===== config.mk =====
export PLATFORM = sky130hd
export DESIGN_NAME = converter_link_top
export DESIGN_NICKNAME = d
export VERILOG_FILES = /design/src/rtl/conv_link_pkg.sv /design/src/rtl/link_frame_timer.sv /design/src/rtl/link_serializer.sv /design/src/rtl/link_deserializer.sv /design/src/rtl/port_config_regs.sv /design/src/rtl/converter_link_top.sv
export SDC_FILE = /design/constraint.sdc
export NUM_CORES = 1
export LEC_CHECK = 0
export CORE_ASPECT_RATIO = 1.25
export CORE_MARGIN = 2
export CORE_UTILIZATION = 40
export CTS_BUF_LIST = sky130_fd_sc_hd__clkbuf_8
export CTS_CLUSTER_SIZE = 20
export DETAILED_ROUTE_END_ITERATION = 6
export DONT_BUFFER_PORTS = 1
export MAX_ROUTING_LAYER = met4
export SLEW_MARGIN = 25
export SYNTH_ARGS = -nofsm -noshare
export SYNTH_HDL_FRONTEND = slang
export SYNTH_SLANG_ARGS = --single-unit

===== constraint.sdc =====
create_clock -name custom_srclk -period 8.8 [get_ports custom_srclk]
set_input_delay 0.88 -clock custom_srclk [delete_from_list [all_inputs] [get_ports custom_srclk]]
set_output_delay 0.88 -clock custom_srclk [all_outputs]
set_load 0.05 [all_outputs]

===== src/rtl/conv_link_pkg.sv =====
package conv_link_pkg;

    // Bit periods per link frame
    parameter int FRAME_BITS = 8;

    // Converter ports on the isolated audio bus
    parameter int NUM_PORTS = 4;

    // Parallel contents of one link frame
    typedef logic [FRAME_BITS-1:0] frame_word_t;

    // One bit per converter port
    typedef logic [NUM_PORTS-1:0] port_mask_t;

    // Configuration register addresses
    typedef enum logic [2:0] {
        REG_HWCON0 = 3'd0,
        REG_HWCON1 = 3'd1,
        REG_HWCON2 = 3'd2,
        REG_HWCON3 = 3'd3,
        REG_CLKSEL = 3'd4
    } cfg_reg_e;

    // Single-cycle write strobe into the register file
    typedef struct packed {
        logic        write;
        cfg_reg_e    addr;
        frame_word_t data;
    } cfg_write_t;

    // Status bits returned over the link
    typedef struct packed {
        // Channel order from MSB: R3 L3 R2 L2 R1 L1 R0 L0
        frame_word_t adc_ovf;
        // 0 = 2-channel, 1 = 8-channel
        port_mask_t  num_channels;
        // 0 = DAC, 1 = ADC
        port_mask_t  direction;
    } port_status_t;

endpackage


===== src/rtl/link_frame_timer.sv =====
`timescale 1ns/1ps

module link_frame_timer #(
    parameter int FRAME_BITS = conv_link_pkg::FRAME_BITS
) (
    input  logic       custom_srclk,
    input  logic       reset,
    output logic       frame_load,
    output logic [1:0] hwcon_index
);

    localparam int CNT_W = $clog2(FRAME_BITS);
    localparam logic [CNT_W-1:0] LAST_BIT = CNT_W'(FRAME_BITS - 1);

    logic [CNT_W-1:0] bit_count;

    // Free-running bit counter, wraps at the end of each frame
    always_ff @(posedge custom_srclk or posedge reset) begin
        if (reset) begin
            bit_count <= '0;
        end else if (bit_count == LAST_BIT) begin
            bit_count <= '0;
        end else begin
            bit_count <= bit_count + 1'b1;
        end
    end

    // Boundary strobe follows the last bit of the frame by one cycle
    always_ff @(posedge custom_srclk or posedge reset) begin
        if (reset) begin
            frame_load <= 1'b0;
        end else begin
            frame_load <= (bit_count == LAST_BIT);
        end
    end

    // One configuration byte per frame, rotating over the ports
    always_ff @(posedge custom_srclk or posedge reset) begin
        if (reset) begin
            hwcon_index <= 2'd0;
        end else if (frame_load) begin
            hwcon_index <= hwcon_index + 2'd1;
        end
    end

endmodule


===== src/rtl/link_serializer.sv =====
`timescale 1ns/1ps

module link_serializer #(
    parameter int                        FRAME_BITS = conv_link_pkg::FRAME_BITS,
    parameter conv_link_pkg::frame_word_t RESET_WORD = '0
) (
    input  logic                        custom_srclk,
    input  logic                        reset,
    input  logic                        frame_load,
    input  conv_link_pkg::frame_word_t  word,
    output logic                        serial
);

    // Line level while nothing has been loaded yet
    localparam logic IDLE_BIT = RESET_WORD[FRAME_BITS-1];

    logic [FRAME_BITS-1:0] shift_reg;

    // Parallel load on the frame boundary, otherwise shift left
    always_ff @(posedge custom_srclk or posedge reset) begin
        if (reset) begin
            shift_reg <= RESET_WORD;
        end else if (frame_load) begin
            shift_reg <= word;
        end else begin
            // Idle level fills in behind the outgoing bits
            shift_reg <= {shift_reg[FRAME_BITS-2:0], IDLE_BIT};
        end
    end

    // MSB goes out first
    assign serial = shift_reg[FRAME_BITS-1];

endmodule


===== src/rtl/link_deserializer.sv =====
`timescale 1ns/1ps

module link_deserializer #(
    parameter int FRAME_BITS = conv_link_pkg::FRAME_BITS
) (
    input  logic                        custom_srclk,
    input  logic                        reset,
    input  logic                        frame_load,
    input  logic                        serial,
    output conv_link_pkg::frame_word_t  word
);

    logic [FRAME_BITS-1:0] shift_reg;

    // Newest sample enters at the LSB on every edge
    always_ff @(posedge custom_srclk or posedge reset) begin
        if (reset) begin
            shift_reg <= '0;
        end else begin
            shift_reg <= {shift_reg[FRAME_BITS-2:0], serial};
        end
    end

    // Capture the previous frame, earliest bit ends up as MSB
    always_ff @(posedge custom_srclk or posedge reset) begin
        if (reset) begin
            word <= '0;
        end else if (frame_load) begin
            word <= shift_reg;
        end
    end

endmodule


===== src/rtl/port_config_regs.sv =====
`timescale 1ns/1ps

module port_config_regs (
    input  logic                        custom_srclk,
    input  logic                        reset,
    input  conv_link_pkg::cfg_write_t   cfg,
    input  logic [1:0]                  hwcon_index,
    output conv_link_pkg::port_mask_t   clksel,
    output conv_link_pkg::frame_word_t  hwcon_byte
);

    localparam int NP = conv_link_pkg::NUM_PORTS;

    // Hardware configuration byte per port
    conv_link_pkg::frame_word_t hwcon [NP];

    // Clock select register, 0 = 11.2896 MHz, 1 = 24.576 MHz per port
    always_ff @(posedge custom_srclk or posedge reset) begin
        if (reset) begin
            clksel <= '0;
        end else if (cfg.write && cfg.addr == conv_link_pkg::REG_CLKSEL) begin
            // Only the low nibble maps to ports
            clksel <= cfg.data[NP-1:0];
        end
    end

    // Configuration bytes, one address per port
    always_ff @(posedge custom_srclk or posedge reset) begin
        if (reset) begin
            for (int i = 0; i < NP; i++) begin
                hwcon[i] <= '0;
            end
        end else if (cfg.write) begin
            case (cfg.addr)
                conv_link_pkg::REG_HWCON0: begin
                    hwcon[0] <= cfg.data;
                end
                conv_link_pkg::REG_HWCON1: begin
                    hwcon[1] <= cfg.data;
                end
                conv_link_pkg::REG_HWCON2: begin
                    hwcon[2] <= cfg.data;
                end
                conv_link_pkg::REG_HWCON3: begin
                    hwcon[3] <= cfg.data;
                end
                default: begin
                    // Clock select and unused addresses leave the bytes alone
                end
            endcase
        end
    end

    // Byte for the current frame, sampled by the serializer on load
    assign hwcon_byte = hwcon[hwcon_index];

endmodule


===== src/rtl/converter_link_top.sv =====
`timescale 1ns/1ps

module converter_link_top #(
    parameter int FRAME_BITS = conv_link_pkg::FRAME_BITS
) (
    input  logic                         custom_srclk,
    input  logic                         reset,
    input  conv_link_pkg::cfg_write_t    cfg,
    input  conv_link_pkg::port_mask_t    spi_adc_sel,
    input  conv_link_pkg::port_mask_t    spi_dac_sel,
    input  logic                         custom_adc_ovf,
    input  logic                         custom_dirchan,
    output logic                         frame_load,
    output logic                         spi_adc_cs,
    output logic                         spi_dac_cs,
    output logic                         custom_clksel,
    output logic                         custom_adc_hwcon,
    output conv_link_pkg::port_status_t  port_status
);

    localparam int NP = conv_link_pkg::NUM_PORTS;
    localparam int PAD_BITS = $bits(conv_link_pkg::frame_word_t) - NP;

    logic [1:0]                  hwcon_index;
    conv_link_pkg::port_mask_t   clksel;
    conv_link_pkg::frame_word_t  hwcon_byte;
    conv_link_pkg::frame_word_t  adc_cs_word;
    conv_link_pkg::frame_word_t  dac_cs_word;
    conv_link_pkg::frame_word_t  clksel_word;
    conv_link_pkg::frame_word_t  ovf_word;
    conv_link_pkg::frame_word_t  dirchan_word;

    link_frame_timer #(.FRAME_BITS(FRAME_BITS)) i_timer (
        .custom_srclk (custom_srclk),
        .reset        (reset),
        .frame_load   (frame_load),
        .hwcon_index  (hwcon_index)
    );

    port_config_regs i_regs (
        .custom_srclk (custom_srclk),
        .reset        (reset),
        .cfg          (cfg),
        .hwcon_index  (hwcon_index),
        .clksel       (clksel),
        .hwcon_byte   (hwcon_byte)
    );

    // Chip selects are active low, unused upper bits stay high
    assign adc_cs_word = ~{{PAD_BITS{1'b0}}, spi_adc_sel};
    assign dac_cs_word = ~{{PAD_BITS{1'b0}}, spi_dac_sel};
    assign clksel_word = {{PAD_BITS{1'b0}}, clksel};

    link_serializer #(.FRAME_BITS(FRAME_BITS), .RESET_WORD('1)) i_ser_adc_cs (
        .custom_srclk (custom_srclk),
        .reset        (reset),
        .frame_load   (frame_load),
        .word         (adc_cs_word),
        .serial       (spi_adc_cs)
    );

    link_serializer #(.FRAME_BITS(FRAME_BITS), .RESET_WORD('1)) i_ser_dac_cs (
        .custom_srclk (custom_srclk),
        .reset        (reset),
        .frame_load   (frame_load),
        .word         (dac_cs_word),
        .serial       (spi_dac_cs)
    );

    link_serializer #(.FRAME_BITS(FRAME_BITS), .RESET_WORD('0)) i_ser_clksel (
        .custom_srclk (custom_srclk),
        .reset        (reset),
        .frame_load   (frame_load),
        .word         (clksel_word),
        .serial       (custom_clksel)
    );

    link_serializer #(.FRAME_BITS(FRAME_BITS), .RESET_WORD('0)) i_ser_hwcon (
        .custom_srclk (custom_srclk),
        .reset        (reset),
        .frame_load   (frame_load),
        .word         (hwcon_byte),
        .serial       (custom_adc_hwcon)
    );

    link_deserializer #(.FRAME_BITS(FRAME_BITS)) i_deser_ovf (
        .custom_srclk (custom_srclk),
        .reset        (reset),
        .frame_load   (frame_load),
        .serial       (custom_adc_ovf),
        .word         (ovf_word)
    );

    link_deserializer #(.FRAME_BITS(FRAME_BITS)) i_deser_dirchan (
        .custom_srclk (custom_srclk),
        .reset        (reset),
        .frame_load   (frame_load),
        .serial       (custom_dirchan),
        .word         (dirchan_word)
    );

    // Channel count in the high nibble, direction in the low nibble
    assign port_status.adc_ovf      = ovf_word;
    assign port_status.num_channels = dirchan_word[2*NP-1:NP];
    assign port_status.direction    = dirchan_word[NP-1:0];

endmodule


==> flow_summary_export.csv <==
group,metric,value,unit
power,p_leak,1.80,nW
timing,rsz0062_at_grt,"false",
final_layout,largest_reg_flops,32,
flow_run,maxCapViolCount,0,
final_layout,num_antenna_cells,0,
die,io_pins,45,
synthesis,synth_area,3910,µm²
synthesis,ys_types,24,
status,status,"complete, no violations",
timing,tightest_slew,0.952,ns
global_route,met3_usage,0.0283,
global_route,grt.busiest_layer,"met2",
clock_network,post-cts-setup-buffers,0,
placement,place_hpwl,3.92,mm
routing,routedWlPerCell,16.5,µm
synthesis,ys_async_sr_fraction,1.00,
routing,drtIter0Drc,100,
routing,drc,0,
timing,skew,0.0130,ns
synthesis,seq_area_frac_synth,0.684,
worst_setup_path,cp_cell_sequence,"buf_4",
final_layout,multi_input_area,1170,µm²
power,cellPowerDensity,231,nW/µm²
global_route,grtUsageTotal,0.133,
clock_network,cts.path.max_buffers,2,
synthesis,synth_ff_type,"dfrtp_1",
timing,setup_viol,0,
worst_setup_path,cp_top_family,"buffers and inverters",
final_layout,fill_cells,853,
global_route,gr-usage-met2,0.204,
synthesis,ys_ff_latch,106,
timing,setup_ws,6.47,ns
timing,fin_hold_ws,0.327,ns
worst_setup_path,reg2reg_from,"i_timer.hwcon_index[0]$_DFFE_PP0P_",
final_layout,top_register,"i_regs.hwcon",
global_route,grt_pass1_wl,10.4,mm
clock_network,cts_tree,"done",
worst_setup_path,end_kind,"output port",
global_route,met1_usage,0.167,
worst_setup_path,crit_path_max_fanout,42,
worst_setup_path,r2r_slack,6.96,ns
timing,tns,0,ns
timing,period_share,0.265,
global_route,antenna_found_initial,0,
final_layout,drive_gt1_frac,0.415,
routing,routed_via_density,4.99,
worst_setup_path,reg2reg_depth,2,
timing,final-hold-violation-count,0,
clock_network,hold_buffers,0,
synthesis,yosysWarnings,0,
final_layout,final_design_area_no_fill,4310,µm²
die,dieArea,10600,µm²
final_layout,register_area,2670,µm²
placement,portBuffers,0,
worst_setup_path,max_stage_delay,0.54,ns
global_route,grt_max_degree,51,
placement,place_ws,6.73,ns
global_route,grt_overflow,0,
clock_network,numCtsBuffers,9,
timing,drv_slew,0,
timing,min_period,2.33,ns
synthesis,synth.most_common_cell,"dfrtp_1",
clock_network,clk_pin_slew_worst_paths,0.09,ns
placement,finalWeightedCongestion,0.665,
worst_setup_path,critPathBufInv,1,
synthesis,synth_edf_count,0,
die,fp.dieH,115,µm
final_layout,area_delta_synth_final,10.2,%
clock_network,insertion_delay,0.36,ns
worst_setup_path,r2r_end,"i_ser_hwcon.shift_reg[0]$_DFF_PP0_",
routing,num_vias,1891,
timing,relSlewSlack,0.365,
clock_network,cts.repair.resized,0,
placement,placed_cell_area,4080,µm²
clock_network,cts-root-buf,"clkbuf_8",
global_route,grt_pass1_vias,2003,
die,core-area,9560,µm²
routing,firstDrtPassIters,4,
die,start_util,0.409,
clock_network,cts_htree_levels,3,
synthesis,synth_area_leaders,"dfrtp_1, mux2_2, dfstp_2",
synthesis,ys_top_cells_by_count,"dfrtp_1, mux2_2, mux2i_1",
synthesis,syn_nets,268,
worst_setup_path,startpoint_type,"register",
timing,max_freq,429,MHz
worst_setup_path,worstPathRequired,7.92,ns
synthesis,synth_top_area_share,0.576,
synthesis,syn_avg_cell_area,16.2,µm²
die,die_w,92.4,µm
routing,detail-route-antenna-nets,0,
power,vdd_drop_max,106,µV
worst_setup_path,worstPathArrival,1.45,ns
worst_setup_path,crit_type,"reg2out",
routing,drt_wl_total,6.24,mm
worst_setup_path,slowest_stage,"buf_4",
synthesis,yosysTopAreaCell,"dfrtp_1",
die,row_count,40,
final_layout,nNetsFinal,274,
clock_network,cts_sinks,106,
min_path,hp-class,"in2async",
synthesis,syn_inst,242,
how the worst max path moves through the flow:
stage / start / endpoint / slack [ns] / cells past startpoint
3_5_place_dp: cfg[9] / i_regs.hwcon[24]$_DFFE_PP0P_ / 6.73 / 2
3_3_place_gp: reset / i_timer.frame_load$_DFF_PP0_ / 6.64 / 2
5_1_grt: i_timer.frame_load$_DFF_PP0_ / frame_load / 6.38 / 1
6_report: i_timer.frame_load$_DFF_PP0_ / frame_load / 6.47 / 1
2_1_floorplan: reset / i_deser_dirchan.shift_reg[0]$_DFF_PP0_ / 5.16 / 1
4_1_cts: i_timer.frame_load$_DFF_PP0_ / frame_load / 6.43 / 1
metal layers:
metal	wire length [µm]	vias to the layer above
met2	3240	41
met1	2630	994
met3	273	7
met4	98	0
li1	-	849
met5	0	-
placed cells by master (no fill, tap or decap), types with 5 or more instances in the layout:
cell type,netlist,layout
or2_2,8,8
nand2b_1,8,8
o221ai_1,7,7
dfrtp_1,90,89
clkbuf_8,0,10
mux2i_1,19,19
dfstp_2,16,16
mux2_2,55,55
inv_1,6,5
cell type report:
class,instances,area share
multi-input cells,120,0.271
well taps,126,0.0366
repair buffers,5,0.0134
flip-flops and latches,106,0.621
clock inverters,6,0.0209
inverters,6,0.00581
clock buffers,10,0.0319
report_power, final:
part           switching, mW  internal, mW
clock network          0.160         0.169
logic                 0.0294        0.0474
registers             0.0424         0.545
metrics by stage:
| stage | instances | total power, mW | utilization |
|---|---|---|---|
| 6_report | 379 | 0.993 | 0.451 |
| 3_3_place_gp | 362 | 0.671 | 0.424 |
| 3_5_place_dp | 363 | 0.677 | 0.427 |
| 2_1_floorplan | 242 | 0.656 | - |
| 5_1_grt | 379 | 1.04 | 0.451 |
| 4_1_cts | 379 | 1.01 | 0.451 |
logic make-up (layout without fill, tap and decap cells):
kind of cell / Yosys count / after routing / share of synthesized area
AOI/OAI and AO/OA: 8 / 8 / 0.0170
DFF: 106 / 106 / 0.684
xor gates and xnor gates: 2 / 2 / 0.00448
adders and majority gates: 2 / 2 / 0.00640
and+or+nand+nor: 33 / 33 / 0.0576
muxes: 75 / 75 / 0.213
buffers and inverters: 16 / 27 / 0.0179
Power figures use the tool's default switching activity.
